## src/verilog/rs_syn_consts.svh

```systemverilog
// --------------------------------------------------
// Field and bank sizing for the RS syndrome generator
// --------------------------------------------------

`ifndef RS_SYN_CONSTS_SVH
`define RS_SYN_CONSTS_SVH

// Bits per GF(2^8) symbol
`define RS_SYM_WIDTH 8

// Number of syndromes, twice the correctable symbol count
`define RS_NUM_SYN 32

// Primitive polynomial x^8+x^7+x^2+x+1 with the x^8 term dropped
`define RS_FIELD_POLY 'h87

// Syndrome 0 is evaluated at alpha to this power
`define RS_FIRST_ROOT 1

`endif

```

## src/verilog/gf_pkg.sv

```systemverilog
// --------------------------------------------------
// GF(2^8) symbol type and constant multiplier helpers
// --------------------------------------------------

`include "rs_syn_consts.svh"

package gf_pkg;

	// One field element in polynomial basis, bit 0 is the alpha^0 coefficient
	typedef logic [`RS_SYM_WIDTH-1:0] gf_sym_t;

	// Column b holds the image of basis bit b under a constant multiply
	typedef gf_sym_t [`RS_SYM_WIDTH-1:0] gf_matrix_t;

	// Number of nonzero field elements, alpha^GF_ORDER is one
	localparam int unsigned GF_ORDER = (1 << `RS_SYM_WIDTH) - 1;

	// --------------------------------------------------
	// Single step multiply by alpha
	// --------------------------------------------------

	// Shift up one power and fold x^8 back in with the field polynomial
	function automatic gf_sym_t gf_mul_alpha(input gf_sym_t a);
		gf_sym_t r;
		r = {a[`RS_SYM_WIDTH-2:0], 1'b0};
		if (a[`RS_SYM_WIDTH-1])
		begin
			r = r ^ gf_sym_t'(`RS_FIELD_POLY);
		end
		return r;
	endfunction

	// Repeated alpha steps, the power is reduced modulo the group order first
	function automatic gf_sym_t gf_mul_alpha_pow(input gf_sym_t a, input int unsigned k);
		gf_sym_t r;
		int unsigned steps;
		r = a;
		steps = k % GF_ORDER;
		for (int unsigned i = 0; i < steps; i++)
		begin
			r = gf_mul_alpha(r);
		end
		return r;
	endfunction

	// --------------------------------------------------
	// Constant multiplier matrix
	// --------------------------------------------------

	// Multiplying by alpha^k is linear over GF(2), so the product of any
	// symbol is the XOR of the columns selected by its set bits
	function automatic gf_matrix_t gf_const_matrix(input int unsigned k);
		gf_matrix_t m;
		gf_sym_t basis;
		for (int b = 0; b < `RS_SYM_WIDTH; b++)
		begin
			basis = gf_sym_t'(1) << b;
			m[b] = gf_mul_alpha_pow(basis, k);
		end
		return m;
	endfunction

endpackage

```

## src/verilog/syn_pkg.sv

```systemverilog
// --------------------------------------------------
// Syndrome bank vector, cell operation and strobe decode
// --------------------------------------------------

`include "rs_syn_consts.svh"

package syn_pkg;

	// All syndromes side by side, syndrome 0 sits in the low word
	typedef gf_pkg::gf_sym_t [`RS_NUM_SYN-1:0] syn_bank_t;

	// What every cell does at the next rising edge
	typedef enum logic [1:0] {
		SYN_HOLD   = 2'b00,
		SYN_LOAD   = 2'b01,
		SYN_ACCUM  = 2'b10,
		SYN_ROTATE = 2'b11
	} syn_op_e;

	// --------------------------------------------------
	// Strobe priority
	// --------------------------------------------------

	// init wins over enable, enable wins over shift, nothing high holds
	function automatic syn_op_e syn_decode(
		input logic init,
		input logic enable,
		input logic shift
	);
		syn_op_e op;
		if (init)
			op = SYN_LOAD;
		else if (enable)
			op = SYN_ACCUM;
		else if (shift)
			op = SYN_ROTATE;
		else
			op = SYN_HOLD;
		return op;
	endfunction

endpackage

```

## src/verilog/rs_syn_cell.sv

```systemverilog
// --------------------------------------------------
// One syndrome register with its constant root multiplier
// --------------------------------------------------

`timescale 1ns/1ps

`include "rs_syn_consts.svh"

module rs_syn_cell #(
	parameter int unsigned ROOT_POWER = `RS_FIRST_ROOT
) (
	input  logic              clk,
	input  logic              clrn,
	input  syn_pkg::syn_op_e  op,
	input  gf_pkg::gf_sym_t   u,
	input  gf_pkg::gf_sym_t   ring_in,
	output gf_pkg::gf_sym_t   syn_word
);

	// Multiply by alpha^ROOT_POWER, fixed when the design elaborates
	localparam gf_pkg::gf_matrix_t ROOT_MATRIX = gf_pkg::gf_const_matrix(ROOT_POWER);

	gf_pkg::gf_sym_t syn_reg;
	gf_pkg::gf_sym_t scaled;
	gf_pkg::gf_sym_t syn_next;

	// --------------------------------------------------
	// Constant multiplier
	// --------------------------------------------------

	// Each set bit of the register selects one matrix column. With the
	// matrix constant this reduces to a small XOR tree per output bit
	always_comb
	begin
		scaled = '0;
		for (int b = 0; b < `RS_SYM_WIDTH; b++)
		begin
			if (syn_reg[b])
			begin
				scaled = scaled ^ ROOT_MATRIX[b];
			end
		end
	end

	// --------------------------------------------------
	// Next value select
	// --------------------------------------------------

	// Horner step on accumulate: S <- S * alpha^k + u
	always_comb
	begin
		case (op)
			syn_pkg::SYN_LOAD:
				syn_next = u;
			syn_pkg::SYN_ACCUM:
				syn_next = scaled ^ u;
			syn_pkg::SYN_ROTATE:
				syn_next = ring_in;
			default:
				syn_next = syn_reg;
		endcase
	end

	always_ff @(posedge clk or negedge clrn)
	begin
		if (!clrn)
		begin
			syn_reg <= '0;
		end
		else
		begin
			syn_reg <= syn_next;
		end
	end

	assign syn_word = syn_reg;

	// --------------------------------------------------
	// Assertions
	// --------------------------------------------------

	// A load leaves the symbol sampled on that edge in the register
	load_takes_symbol: assert property (
		@(posedge clk) disable iff (!clrn)
		(op == syn_pkg::SYN_LOAD) |=> (syn_reg == $past(u))
	);

	// No operation means the register keeps its value
	hold_keeps_value: assert property (
		@(posedge clk) disable iff (!clrn)
		(op == syn_pkg::SYN_HOLD) |=> $stable(syn_reg)
	);

endmodule

```

## src/verilog/rs_syndrome.sv

```systemverilog
// --------------------------------------------------
// RS syndrome generator top, strobe decode and cell ring
// --------------------------------------------------

`timescale 1ns/1ps

`include "rs_syn_consts.svh"

module rs_syndrome (
	input  logic               clk,
	input  logic               clrn,
	input  gf_pkg::gf_sym_t    u,
	input  logic               init,
	input  logic               enable,
	input  logic               shift,
	output syn_pkg::syn_bank_t syn
);

	// One decoded operation shared by the whole bank
	syn_pkg::syn_op_e op;

	// Rotate source for each cell, taken from the next cell up the ring
	gf_pkg::gf_sym_t ring [`RS_NUM_SYN];

	// --------------------------------------------------
	// Strobe decode
	// --------------------------------------------------

	assign op = syn_pkg::syn_decode(init, enable, shift);

	// --------------------------------------------------
	// Rotate ring
	// --------------------------------------------------

	// Word j is refilled from word j+1 and the top word wraps to word 0,
	// so a shift moves the bank one place toward index 0
	always_comb
	begin
		for (int j = 0; j < `RS_NUM_SYN; j++)
		begin
			ring[j] = syn[(j + 1) % `RS_NUM_SYN];
		end
	end

	// --------------------------------------------------
	// Syndrome cells
	// --------------------------------------------------

	// Cell j evaluates the received polynomial at alpha^(j+FIRST_ROOT)
	genvar j;
	generate
		for (j = 0; j < `RS_NUM_SYN; j++)
		begin : g_cell
			rs_syn_cell #(
				.ROOT_POWER(j + `RS_FIRST_ROOT)
			) cell_inst (
				.clk(clk),
				.clrn(clrn),
				.op(op),
				.u(u),
				.ring_in(ring[j]),
				.syn_word(syn[j])
			);
		end
	endgenerate

	// --------------------------------------------------
	// Assertions
	// --------------------------------------------------

	// A lone shift moves word 1 into word 0 and wraps word 0 to the top
	shift_rotates_bank: assert property (
		@(posedge clk) disable iff (!clrn)
		(shift && !init && !enable) |=>
			(syn[0] == $past(syn[1])) &&
			(syn[`RS_NUM_SYN-1] == $past(syn[0]))
	);

	// The bank leaves reset cleared
	reset_clears_bank: assert property (
		@(posedge clk)
		$rose(clrn) |-> (syn == '0)
	);

endmodule

```

## config.mk

```make
export PLATFORM = sky130hd
export DESIGN_NAME = rs_syndrome
export DESIGN_NICKNAME = d
export VERILOG_FILES = /design/src/verilog/gf_pkg.sv /design/src/verilog/syn_pkg.sv /design/src/verilog/rs_syn_cell.sv /design/src/verilog/rs_syndrome.sv
export VERILOG_INCLUDE_DIRS = /design/src /design/src/verilog
export SDC_FILE = /design/constraint.sdc
export NUM_CORES = 1
export LEC_CHECK = 0
export BUFFER_PORTS_ARGS = -buffer_cell sky130_fd_sc_hd__buf_2
export CAP_MARGIN = 25
export CORE_MARGIN = 3
export CORE_UTILIZATION = 40
export DETAILED_ROUTE_END_ITERATION = 16
export GPL_TIMING_DRIVEN = 0
export PLACE_DENSITY = 0.55
export RECOVER_POWER = 25
export SYNTH_ARGS = -nofsm -noshare
export SYNTH_HDL_FRONTEND = slang
export SYNTH_SLANG_ARGS = --single-unit
```

## constraint.sdc

```tcl
create_clock -name clk -period 2.2 [get_ports clk]
set_input_delay 0.11 -clock clk [delete_from_list [all_inputs] [get_ports clk]]
set_output_delay 0.11 -clock clk [all_outputs]
set_load 0.005 [all_outputs]
```

==> impl_metrics.json <==
{
  "worstSetupPathType": "in -> reg",
  "netlist_area_um2": 19530,
  "cpMaxStageDelayCell": "clkbuf_1",
  "cts_setup_buffers": 0,
  "status": "finished, violations left",
  "grt_util_all_layers_pct": 39.95,
  "period_share_pct": 107.2,
  "async_flop_share_pct": 100.0,
  "synth.area.top_cells": "dfrtp_1 33%, xnor2_1 23%, xor2_1 5.7%, mux2i_1 4.9%, a21oi_1 4.1%",
  "synth_edf_count": 0,
  "synth_cell_types": 41,
  "setup_violations": 22,
  "dp_slack_ns": -1.179,
  "hold_class": "in -> reg",
  "clock_skew_ns": 0.01548,
  "netlist_instances": 2140,
  "row_count": 80,
  "viasPerCell": 6.392,
  "initial_core_util_pct": 40.73,
  "htreeDepth": 2,
  "hold_viol": 0,
  "die_h_um": 227.0,
  "max_stage_delay_ns": 0.64,
  "worst_pin_slew_ns": 1.271,
  "yosysSeqAreaShare_pct": 32.81,
  "grt_pass1_wl_um": 145700,
  "fmaxAchievable_mhz": 424.0,
  "cp-end-kind": "register",
  "synth_top_area_cell": "dfrtp_1",
  "drive_above_1_share_pct": 16.81,
  "vias": 19760,
  "synth_top_area_share_pct": 32.81,
  "cts_tree": "built",
  "leakage_nw": 9.253,
  "nFillCells": 4733,
  "gr-total-overflow": 0,
  "synth_seq_cells": 256,
  "final-max-slew-violation-count": 0,
  "ioPinCount": 269,
  "ys.warnings.count": 0,
  "largest_reg_flops": 256,
  "first_global_vias": 19080,
  "crit_required_ns": 2.58,
  "mostFrequentLayoutCell": "xnor2_1",
  "numPortBuffers": 258,
  "core_area_um2": 47950,
  "layout_common_cells": "514 x xnor2_1, 268 x buf_2, 255 x dfrtp_1",
  "clockBufferDepth": 3,
  "area_growth_pct": 17.91,
  "place.gp.congestion": 1.002,
  "cts.sinks": 256,
  "crit_path_cell_trace": "clkbuf_2 > buf_2 > nand2_1 > clkbuf_1 > o22ai_1 > a21oi_1",
  "route.detailed.wl_per_inst_um": 33.91,
  "drv_cap": 0,
  "die_area_um2": 51510,
  "fin_nets": 2464,
  "crit_arrival_ns": 2.74,
  "post-route-min-period_ns": 2.358,
  "drc": 0,
  "root_buffer": "clkbuf_16",
  "die_x_um": 227.0,
  "power.density_nw_per_um2": 1895,
  "dr.pass1.iters": 6,
  "grt_max_degree": 100,
  "dp.final_hpwl_um": 73490,
  "rsz0062_at_grt": "false",
  "insertion_delay_ns": 0.56,
  "critical_path_peak_fanout": 10,
  "start_kind": "input port",
  "antenna_found_initial": 5,
  "syn_nets": 2153,
  "drtIter0Drc": 2443,
  "clk_pin_slew_ns": 0.06,
  "yosys_most_used_dff": "dfrtp_1",
  "syn_avg_cell_area_um2": 9.125,
  "irDropWorstVdd_mv": 0.6283,
  "setup_ws_ns": -0.1585,
  "violations": "setup timing",
  "maxSlewHeadroom_pct": 15.28,
  "total_power_mw": 43.62,
  "cts-buffers-inserted": 35,
  "ant_nets": 0,
  "finalWirelength_um": 104900
}
report_power, final:
part           switching (mW)  internal [mW]  leakage (nW)
sequential               4.05           6.50          3.02
combinational            13.5           13.6          5.66
clock                    2.44           3.51         0.576
total                    20.0           23.6          9.25
logic make-up after synthesis:
logic type / count (synthesis) / synth area share, %
buffers and inverters: 227 / 4.633
AO/OA/AOI/OAI: 606 / 19.01
XOR/XNOR: 661 / 31.00
multiplexers: 145 / 7.747
AND/OR/NAND/NOR: 245 / 4.805
flip-flops: 256 / 32.81
path summary, 6_finish.rpt:
check | startpoint | to | slack [ns] | cells after the start
max in group asynchronous | clrn | g_cell[27].cell_inst.syn_word[5] | 0.63 | 4
min in group asynchronous | clrn | g_cell[16].cell_inst.syn_word[6] | 0.20 | 2
worst min-delay path | enable | g_cell[30].cell_inst.syn_word[7] | 0.12 | 4
worst max-delay path | u[6] | g_cell[14].cell_inst.syn_word[6] | -0.16 | 6
worst max register to register | g_cell[21].cell_inst.syn_word[6] | g_cell[21].cell_inst.syn_word[1] | 0.10 | 5
worst min register to register | g_cell[3].cell_inst.syn_word[2] | g_cell[3].cell_inst.syn_word[2] | 0.61 | 2
through the flow:
step / cell area (µm²) / cells / util [%] / setup TNS [ns] / hold WS [ns]
4_1_cts: 22990 / 3086 / 47.95 / 0 / 0.09843
5_1_grt: 23020 / 3090 / 48.01 / 0 / 0.1624
2_1_floorplan: 19530 / 2140 / - / 0 / -0.1856
3_3_place_gp: 21590 / 3013 / 45.03 / -1211.47 / 0.5324
3_5_place_dp: 21810 / 3025 / 45.49 / -105.36 / 0.2154
6_report: 23020 / 3092 / 48.02 / -1.271 / 0.1209
routing by layer:
| layer | vias to the layer above | global-route usage [%] | part of all wire [%] |
|---|---|---|---|
| met3 | 396 | 10.86 | 12 |
| met4 | 4 | 24.96 | 7.4 |
| met5 | - | 0 | 0.025 |
| li1 | 8006 | - | - |
| met1 | 9864 | 53.07 | 39 |
| met2 | 1493 | 57.73 | 42 |
critical path, delay by kind of cell:
| family | cells | cell delay [ns] |
|---|---|---|
| buffers and inverters | 3 | 1.60 |
| AND/OR/NAND/NOR | 1 | 0.49 |
| AO/OA/AOI/OAI | 2 | 0.50 |
cells in the mapped netlist (3+ instances only):
library cell / n
xnor2_1: 514
dfrtp_1: 256
a21oi_1: 160
o21ai_0: 141
clkbuf_1: 138
nor2_1: 133
xor2_1: 126
nand2_1: 104
mux2i_1: 96
o22ai_1: 87
a31oi_1: 66
mux2_2: 49
o221ai_1: 37
buf_2: 35
o211ai_1: 30
a2bb2oi_1: 28
o21a_1: 28
inv_1: 27
buf_1: 19
a211oi_1: 11
xnor3_1: 11
a32oi_1: 5
o22a_1: 5
clkbuf_2: 4
nand2b_1: 4
xnor2_2: 3
xor3_1: 3
layout make-up:
class	instances	area, µm²	area share, %
clock buffer	53	1086	4.717
buffer	196	797.0	3.462
tap	615	769.5	3.342
multi-input combinational	1657	12230	53.11
sequential	256	6407	27.83
antenna	2	5.005	0.02174
inverter	30	112.6	0.4891
clock inverter	8	65.06	0.2826
timing repair buffer	275	1553	6.744
timing repair:
action / in CTS / in global routing
hold buffers: 1 / 0
resized for setup: 8 / 7
hold endpoints to repair: 94 / 0
pin swaps: 0 / 0
setup endpoints to repair: 70 / 8
(Power assumes the default switching activity.)
